**src/hdl/axi_wr_pkg.sv**
```systemverilog
`default_nettype none

// AXI write channel widths and response codes
package axi_wr_pkg;

    // ------------------------------
    // Field widths
    // ------------------------------
    localparam int unsigned ID_WIDTH   = 4;
    localparam int unsigned RESP_WIDTH = 2;

    typedef logic [ID_WIDTH-1:0]   axi_id_t;
    typedef logic [RESP_WIDTH-1:0] axi_resp_t;

    // ------------------------------
    // BRESP encodings
    // ------------------------------
    localparam axi_resp_t RESP_OKAY   = 2'd0;
    localparam axi_resp_t RESP_SLVERR = 2'd2;

endpackage

`default_nettype wire

```
**src/hdl/slave_model_pkg.sv**
```systemverilog
`default_nettype none

// Slave model sizing, slot types and response delay rule
package slave_model_pkg;

    // Outstanding slot table
    localparam int unsigned OST_DEPTH = 8;
    localparam int unsigned PTR_WIDTH = $clog2(OST_DEPTH);

    typedef logic [OST_DEPTH-1:0] slot_vec_t;
    typedef logic [PTR_WIDTH-1:0] slot_ptr_t;

    // ------------------------------
    // Response delay rule
    // ------------------------------
    // Slot with ID n is ready once its counter reaches MAX_RESP_DLY - 2n
    localparam int unsigned MAX_RESP_DLY = 31;
    localparam int unsigned DLY_WIDTH    = $clog2(MAX_RESP_DLY + 1);

    typedef logic [DLY_WIDTH-1:0] dly_cnt_t;

    // This ID always gets SLVERR
    localparam axi_wr_pkg::axi_id_t ERR_ID = 4'd15;

    // First set bit of req at or after start with wraparound
    function automatic slot_ptr_t rr_pick(slot_vec_t req, slot_ptr_t start);
        slot_ptr_t idx;
        slot_ptr_t pick;
        pick = start;
        // Walk down so the nearest candidate is the last one written
        for (int i = OST_DEPTH - 1; i >= 0; i--) begin
            idx = start + slot_ptr_t'(i);
            if (req[idx]) begin
                pick = idx;
            end
        end
        return pick;
    endfunction

endpackage

`default_nettype wire

```
**src/hdl/slot_alloc.sv**
```systemverilog
`timescale 1ns/10ps
`default_nettype none

module slot_alloc (
    input  logic                       clk,
    input  logic                       rst_n,
    input  logic                       awvalid,
    input  logic                       wvalid,
    input  logic                       wlast,
    input  slave_model_pkg::slot_vec_t busy,
    output logic                       awready,
    output slave_model_pkg::slot_vec_t alloc_vec,
    output slave_model_pkg::slot_vec_t beat_vec,
    output slave_model_pkg::slot_vec_t last_vec
);

    slave_model_pkg::slot_vec_t free_vec;
    slave_model_pkg::slot_ptr_t alloc_ptr_q;
    slave_model_pkg::slot_ptr_t pick_ptr;

    // Slot order queue for the W channel
    slave_model_pkg::slot_ptr_t q_mem [slave_model_pkg::OST_DEPTH];
    slave_model_pkg::slot_ptr_t q_wr_q;
    slave_model_pkg::slot_ptr_t q_rd_q;
    slave_model_pkg::slot_ptr_t q_head;
    logic [$clog2(slave_model_pkg::OST_DEPTH + 1)-1:0] q_cnt_q;

    logic q_empty;
    logic aw_fire;
    logic w_pop;

    // ------------------------------
    // Free slot pick
    // ------------------------------
    assign free_vec = ~busy;
    assign awready  = |free_vec;
    assign pick_ptr = slave_model_pkg::rr_pick(free_vec, alloc_ptr_q);
    assign aw_fire  = awvalid & awready;

    assign alloc_vec = aw_fire ? (slave_model_pkg::slot_vec_t'(1) << pick_ptr) : '0;

    always_ff @(posedge clk or negedge rst_n) begin
        if (!rst_n) begin
            alloc_ptr_q <= '0;
        end else if (aw_fire) begin
            // Start the next search just past the slot taken
            alloc_ptr_q <= pick_ptr + slave_model_pkg::slot_ptr_t'(1);
        end
    end

    // ------------------------------
    // Data order queue
    // ------------------------------
    assign q_empty = (q_cnt_q == '0);
    assign q_head  = q_mem[q_rd_q];

    // Beats with nothing queued are orphans and go nowhere
    assign beat_vec = (wvalid && !q_empty) ?
                      (slave_model_pkg::slot_vec_t'(1) << q_head) : '0;
    assign last_vec = wlast ? beat_vec : '0;
    assign w_pop    = wvalid & wlast & ~q_empty;

    always_ff @(posedge clk) begin
        if (aw_fire) begin
            q_mem[q_wr_q] <= pick_ptr;
        end
    end

    always_ff @(posedge clk or negedge rst_n) begin
        if (!rst_n) begin
            q_wr_q  <= '0;
            q_rd_q  <= '0;
            q_cnt_q <= '0;
        end else begin
            if (aw_fire) begin
                q_wr_q <= q_wr_q + slave_model_pkg::slot_ptr_t'(1);
            end
            if (w_pop) begin
                q_rd_q <= q_rd_q + slave_model_pkg::slot_ptr_t'(1);
            end
            // Entries never outnumber busy slots so the count cannot overflow
            case ({aw_fire, w_pop})
                2'b10:   q_cnt_q <= q_cnt_q + 1'b1;
                2'b01:   q_cnt_q <= q_cnt_q - 1'b1;
                default: q_cnt_q <= q_cnt_q;
            endcase
        end
    end

endmodule

`default_nettype wire

```
**src/hdl/wr_slot.sv**
```systemverilog
`timescale 1ns/10ps
`default_nettype none

module wr_slot (
    input  logic                  clk,
    input  logic                  rst_n,
    input  axi_wr_pkg::axi_id_t   awid,
    input  logic                  alloc,
    input  logic                  beat,
    input  logic                  last,
    input  logic                  release_slot,
    output logic                  busy,
    output logic                  ready,
    output axi_wr_pkg::axi_id_t   slot_id,
    output axi_wr_pkg::axi_resp_t slot_resp
);

    slave_model_pkg::dly_cnt_t dly_cnt;
    slave_model_pkg::dly_cnt_t dly_target;
    logic                      dly_run;
    logic                      dly_hit;
    logic                      burst_done;

    // Final beat of this slot's burst
    assign burst_done = beat & last;

    // Higher IDs answer sooner
    assign dly_target = slave_model_pkg::dly_cnt_t'(slave_model_pkg::MAX_RESP_DLY) -
                        slave_model_pkg::dly_cnt_t'({slot_id, 1'b0});
    assign dly_hit    = dly_run & (dly_cnt == dly_target);

    // ------------------------------
    // Slot state and delay counter
    // ------------------------------
    always_ff @(posedge clk or negedge rst_n) begin
        if (!rst_n) begin
            busy    <= 1'b0;
            ready   <= 1'b0;
            dly_run <= 1'b0;
            dly_cnt <= '0;
        end else if (alloc) begin
            busy    <= 1'b1;
            ready   <= 1'b0;
            dly_run <= 1'b0;
            dly_cnt <= '0;
        end else if (release_slot) begin
            busy    <= 1'b0;
            ready   <= 1'b0;
            dly_run <= 1'b0;
        end else if (burst_done) begin
            // Count from one so the edge taking wlast is cycle one
            dly_run <= 1'b1;
            dly_cnt <= slave_model_pkg::dly_cnt_t'(1);
        end else if (dly_hit) begin
            dly_run <= 1'b0;
            ready   <= 1'b1;
        end else if (dly_run) begin
            dly_cnt <= dly_cnt + slave_model_pkg::dly_cnt_t'(1);
        end
    end

    // ------------------------------
    // Captured ID and response
    // ------------------------------
    always_ff @(posedge clk) begin
        if (alloc) begin
            slot_id <= awid;
        end
        if (burst_done) begin
            slot_resp <= (slot_id == slave_model_pkg::ERR_ID) ?
                         axi_wr_pkg::RESP_SLVERR : axi_wr_pkg::RESP_OKAY;
        end
    end

endmodule

`default_nettype wire

```
**src/hdl/resp_order.sv**
```systemverilog
`timescale 1ns/10ps
`default_nettype none

module resp_order (
    input  logic                       clk,
    input  logic                       rst_n,
    input  logic                       bready,
    input  slave_model_pkg::slot_vec_t alloc_vec,
    input  slave_model_pkg::slot_vec_t busy,
    input  slave_model_pkg::slot_vec_t ready,
    input  axi_wr_pkg::axi_id_t        slot_id [slave_model_pkg::OST_DEPTH],
    input  axi_wr_pkg::axi_resp_t      slot_resp [slave_model_pkg::OST_DEPTH],
    output logic                       bvalid,
    output axi_wr_pkg::axi_id_t        bid,
    output axi_wr_pkg::axi_resp_t      bresp,
    output slave_model_pkg::slot_vec_t release_vec
);

    // Row i holds the slots allocated before slot i
    slave_model_pkg::slot_vec_t older_q [slave_model_pkg::OST_DEPTH];

    slave_model_pkg::slot_vec_t blocked;
    slave_model_pkg::slot_vec_t eligible;
    slave_model_pkg::slot_ptr_t rr_q;
    slave_model_pkg::slot_ptr_t pick_ptr;
    slave_model_pkg::slot_ptr_t sel_ptr;
    slave_model_pkg::slot_ptr_t lock_ptr_q;
    logic                       lock_q;
    logic                       b_fire;

    // ------------------------------
    // Age matrix
    // ------------------------------
    always_ff @(posedge clk or negedge rst_n) begin
        if (!rst_n) begin
            for (int i = 0; i < slave_model_pkg::OST_DEPTH; i++) begin
                older_q[i] <= '0;
            end
        end else begin
            for (int i = 0; i < slave_model_pkg::OST_DEPTH; i++) begin
                if (alloc_vec[i]) begin
                    older_q[i] <= busy;
                end else begin
                    // A reused slot is younger than everyone
                    older_q[i] <= older_q[i] & ~alloc_vec;
                end
            end
        end
    end

    // Held back by an older busy slot with the same ID
    always_comb begin
        for (int i = 0; i < slave_model_pkg::OST_DEPTH; i++) begin
            blocked[i] = 1'b0;
            for (int j = 0; j < slave_model_pkg::OST_DEPTH; j++) begin
                if (older_q[i][j] && busy[j] && (slot_id[j] == slot_id[i])) begin
                    blocked[i] = 1'b1;
                end
            end
        end
    end

    assign eligible = ready & ~blocked;

    // ------------------------------
    // Pick and B channel
    // ------------------------------
    assign pick_ptr = slave_model_pkg::rr_pick(eligible, rr_q);

    // Stalled response keeps its slot until bready
    assign sel_ptr = lock_q ? lock_ptr_q : pick_ptr;

    assign bvalid = lock_q | (|eligible);
    assign bid    = slot_id[sel_ptr];
    assign bresp  = slot_resp[sel_ptr];
    assign b_fire = bvalid & bready;

    assign release_vec = b_fire ? (slave_model_pkg::slot_vec_t'(1) << sel_ptr) : '0;

    always_ff @(posedge clk or negedge rst_n) begin
        if (!rst_n) begin
            rr_q       <= '0;
            lock_q     <= 1'b0;
            lock_ptr_q <= '0;
        end else begin
            lock_q     <= bvalid & ~bready;
            lock_ptr_q <= sel_ptr;
            if (b_fire) begin
                rr_q <= sel_ptr + slave_model_pkg::slot_ptr_t'(1);
            end
        end
    end

endmodule

`default_nettype wire

```
**src/hdl/axi_slv_wr_top.sv**
```systemverilog
`timescale 1ns/10ps
`default_nettype none

module axi_slv_wr_top (
    input  logic                  clk,
    input  logic                  rst_n,

    // AW channel
    input  axi_wr_pkg::axi_id_t   awid,
    input  logic                  awvalid,
    output logic                  awready,

    // W channel
    input  logic                  wvalid,
    input  logic                  wlast,
    output logic                  wready,

    // B channel
    output axi_wr_pkg::axi_id_t   bid,
    output axi_wr_pkg::axi_resp_t bresp,
    output logic                  bvalid,
    input  logic                  bready
);

    slave_model_pkg::slot_vec_t alloc_vec;
    slave_model_pkg::slot_vec_t beat_vec;
    slave_model_pkg::slot_vec_t last_vec;
    slave_model_pkg::slot_vec_t busy;
    slave_model_pkg::slot_vec_t ready;
    slave_model_pkg::slot_vec_t release_vec;

    axi_wr_pkg::axi_id_t   slot_id   [slave_model_pkg::OST_DEPTH];
    axi_wr_pkg::axi_resp_t slot_resp [slave_model_pkg::OST_DEPTH];

    // Data is always taken
    assign wready = 1'b1;

    // ------------------------------
    // Address and data bookkeeping
    // ------------------------------
    slot_alloc u_slot_alloc (
        .clk       (clk),
        .rst_n     (rst_n),
        .awvalid   (awvalid),
        .wvalid    (wvalid),
        .wlast     (wlast),
        .busy      (busy),
        .awready   (awready),
        .alloc_vec (alloc_vec),
        .beat_vec  (beat_vec),
        .last_vec  (last_vec)
    );

    // Outstanding write slots
    for (genvar i = 0; i < slave_model_pkg::OST_DEPTH; i++) begin : g_slot
        wr_slot u_wr_slot (
            .clk          (clk),
            .rst_n        (rst_n),
            .awid         (awid),
            .alloc        (alloc_vec[i]),
            .beat         (beat_vec[i]),
            .last         (last_vec[i]),
            .release_slot (release_vec[i]),
            .busy         (busy[i]),
            .ready        (ready[i]),
            .slot_id      (slot_id[i]),
            .slot_resp    (slot_resp[i])
        );
    end

    // ------------------------------
    // Response selection
    // ------------------------------
    resp_order u_resp_order (
        .clk         (clk),
        .rst_n       (rst_n),
        .bready      (bready),
        .alloc_vec   (alloc_vec),
        .busy        (busy),
        .ready       (ready),
        .slot_id     (slot_id),
        .slot_resp   (slot_resp),
        .bvalid      (bvalid),
        .bid         (bid),
        .bresp       (bresp),
        .release_vec (release_vec)
    );

endmodule

`default_nettype wire

```
**config.mk**
```make
export PLATFORM = sky130hd
export DESIGN_NAME = axi_slv_wr_top
export DESIGN_NICKNAME = d
export VERILOG_FILES = /design/src/hdl/axi_wr_pkg.sv /design/src/hdl/slave_model_pkg.sv /design/src/hdl/slot_alloc.sv /design/src/hdl/wr_slot.sv /design/src/hdl/resp_order.sv /design/src/hdl/axi_slv_wr_top.sv
export SDC_FILE = /design/constraint.sdc
export NUM_CORES = 1
export LEC_CHECK = 0
export BUFFER_PORTS_ARGS = -buffer_cell sky130_fd_sc_hd__buf_4
export CAP_MARGIN = 20
export CORE_MARGIN = 3
export CORE_UTILIZATION = 55
export CTS_CLUSTER_SIZE = 20
export DETAILED_ROUTE_END_ITERATION = 8
export PLACE_DENSITY = 0.71
export SETUP_SLACK_MARGIN = 0.15
export SYNTH_ARGS = -nofsm -noshare
export SYNTH_HDL_FRONTEND = slang
export SYNTH_HIERARCHICAL = 1
export SYNTH_SLANG_ARGS = --single-unit
```
**constraint.sdc**
```tcl
create_clock -name clk -period 5.5 [get_ports clk]
set_input_delay 0.275 -clock clk [delete_from_list [all_inputs] [get_ports clk]]
set_output_delay 0.275 -clock clk [all_outputs]
set_load 0.05 [all_outputs]
```
==> results.cfg <==
[yosys]
synth_edf_count = 64
syn-num-nets = 1603
ys_seq_area_frac = 0.3811
async_flop_share = 0.6981
yosysWarnings = 6
syn_area_per_cell_um2 = 9.383
synth_top_flop_cell = dfrtp_1
postSynthCellCount = 1573
ys_types = 94
syn_area_um2 = 14760
synth-seq-cells = 212

[global_route]
grt_pass1_wl_um = 66830
grt_util_all_layers = 0.2930
grt_antenna_before_repair = 0
grt_max_degree = 92
overflow = 0
grt_pass1_vias = 11742

[detailed_routing]
wl_per_cell_um = 22.01
routed_via_density = 6.400
first_pass_iters = 6
ant_nets = 0
via_count = 12761
drc = 0
wirelength_um = 43890
drt-initial-drc-count = 1644

[floorplanning]
num_rows = 59
core-area_um2 = 26210
start_util = 0.5632
ioPinCount = 19
die-area_um2 = 28840
die_y_um = 169.8
die-width_um = 169.8

[setup_path]
crit_buf_inv = 3
slowest_stage = edfxtp_1
end_kind = primary output
cp_top_family = compound AO/OA/AOI/OAI gates
required_ns = 5.22
critPathMostFrequentCell = buf_4
slowest_delay_ns = 0.57
cp-start-kind = flip-flop
crit_start = g_slot[6].u_wr_slot/slot_id[2]
crit_chain = buf_4, xnor2_1, nand4_1, o22ai_1, nor4_4, mux4_2, a211oi_1, nand3_1, o211a_1, inv_4, a221oi_1, o32ai_1, buf_4
critPathKind = reg2out
timing.rr.start = g_slot[6].u_wr_slot/slot_id[2]
cp.arrival_ns = 5.04
critPathMaxFanout = 22

[cells_and_area]
syn2layout_area_growth_pct = 12.78
layout-drive-gt1-share = 0.1676
nets = 1671
num_antenna_cells = 0

[clocking]
clk_pin_slew_ns = 0.06
clock-sinks = 212
cts_buffers = 24
clk_latency_ns = 0.54
cts-root-buf = clkbuf_16
clockBufferDepth = 3
h-tree-depth = 1
cts_tree = done

[sta]
relSlewSlack = 0.4072
final.setup.tns_ns = 0
fmax_mhz = 188.2
fin_skew_ns = 0.01766
slew_viol_final = 0
hold_violations = 0
setup_violations = 0
post-route-min-period_ns = 5.314
tightest_slew_ns = 0.8892
rsz0062_at_grt = no
period_share = 0.9661

[place]
gp_congestion = 0.9787
dpl.hpwl_um = 30260
port_buffers = 17

[job]
cap_violations = 0

[hold_path]
min-delay-start = awid[2]
holdCritPathClass = in2reg

[status]
outcome = completed
[cells in the mapped netlist, drive strengths merged, types with 12 or more instances]
cell type | instances | area, µm²
mux4 | 17 | 382.9
o21a | 12 | 90.09
nor4 | 19 | 173.9
nand2b | 63 | 401.6
mux2 | 17 | 191.4
a21boi | 21 | 157.7
buf | 62 | 459.2
o2111ai | 22 | 192.7
nand4 | 30 | 193.9
dfrtp | 148 | 3704
a22oi | 19 | 142.6
mux2i | 30 | 300.3
xnor2 | 129 | 1156
and2 | 20 | 125.1
inv | 83 | 314.1
xor2 | 47 | 441.7
and3 | 19 | 118.9
nor2 | 78 | 292.8
ha | 19 | 237.7
o21ai | 109 | 549.3
edfxtp | 64 | 1922
nand2 | 182 | 705.7
nor3 | 29 | 150.1
nand3 | 43 | 215.2
clkbuf | 49 | 183.9
o22ai | 50 | 325.3
[final timing paths]
kind                            slack (ns)                        endpoint  depth (start not counted)
worst max-delay path                  0.19                          bid[2]                         13
worst min-delay path                  0.03  g_slot[4].u_wr_slot/slot_id[2]                          1
worst max register to register        0.37  g_slot[7].u_wr_slot/dly_cnt[1]                         17
worst min register to register        0.48         u_slot_alloc/q_cnt_q[3]                          1
max in group asynchronous             3.75  g_slot[0].u_wr_slot/dly_cnt[4]                          3
min in group asynchronous             0.40  g_slot[7].u_wr_slot/dly_cnt[3]                          2
[logic make-up after synthesis]
logic type	after synthesis	share of synthesized area
fa+ha+maj	20	0.01746
other cells	9	0.002289
simple gates	516	0.1783
compound gates	379	0.1877
buf+inv	197	0.06562
flops	212	0.3811
mux	64	0.05926
xor+xnor	176	0.1083
[cells in the final DEF (no fill, tap or decap), types with 27 or more instances in the layout]
| master | count |
|---|---|
| nand2_1 | 173 |
| dfrtp_1 | 148 |
| buf_4 | 140 |
| xnor2_1 | 127 |
| o21ai_0 | 103 |
| inv_1 | 80 |
| nor2_1 | 73 |
| edfxtp_1 | 64 |
| nand2b_1 | 62 |
| o22ai_1 | 45 |
| xor2_1 | 43 |
| nand3_1 | 43 |
| mux2i_1 | 30 |
| nand4_1 | 29 |
| nor3_1 | 27 |
[through the flow]
stage	util	instances	hold WS (ns)	instance area, µm²	setup WS (ns)
3_3_place_gp	0.5729	1857	0.4223	15010	0.5304
5_1_grt	0.6352	1994	0.02393	16650	0.1047
6_report	0.6352	1994	0.03280	16650	0.1865
3_5_place_dp	0.5729	1857	0.4208	15010	0.3884
2_1_floorplan	-	1573	-0.02059	14760	0.7643
4_1_cts	0.6058	1907	0.006381	15880	0.1621
[repair_timing]
action,CTS,global route
hold buffers,2,0
setup endpoints to repair,4,14
endpoints found under the hold margin,91,0
buffers inserted,4,86
gates cloned,0,1
gates resized for setup,1,8
pin swaps,0,4
[final cells by class]
class,instances,area (µm²)
multi-input cells,1165,8247
inverters,86,325.3
flip-flops and latches,212,5625
clock inverters,14,157.7
repair buffers,152,1239
clock buffers,30,633.1
well taps,335,419.2
fillers,2112,9560
[registers in the layout (all words and copies together) (netlist names), named ones only]
signal and cells:
u_resp_order/older_q 56, g_slot.u_wr_slot/dly_cnt 40, g_slot.u_wr_slot/slot_id 32, u_slot_alloc/q_mem 24, g_slot.u_wr_slot/busy 8, g_slot.u_wr_slot/dly_run 8, g_slot.u_wr_slot/ready 8, g_slot.u_wr_slot/slot_resp 8
u_slot_alloc/q_cnt_q 4, u_resp_order/lock_ptr_q 3, u_resp_order/rr_q 3, u_slot_alloc/alloc_ptr_q 3, u_slot_alloc/q_rd_q 3, u_slot_alloc/q_wr_q 3, u_resp_order/lock_q 1
[routing by layer]
layer  part of all wire  track usage  up-vias
met5                  0            0        -
met4              0.051       0.1284        0
met3              0.077      0.03833      137
met2               0.47       0.4753      617
met1               0.41       0.3967     6205
li1                   -            -     5802
Power is not shown: default switching activity piles up to over one toggle a cycle in this logic, so the estimate is an artifact.
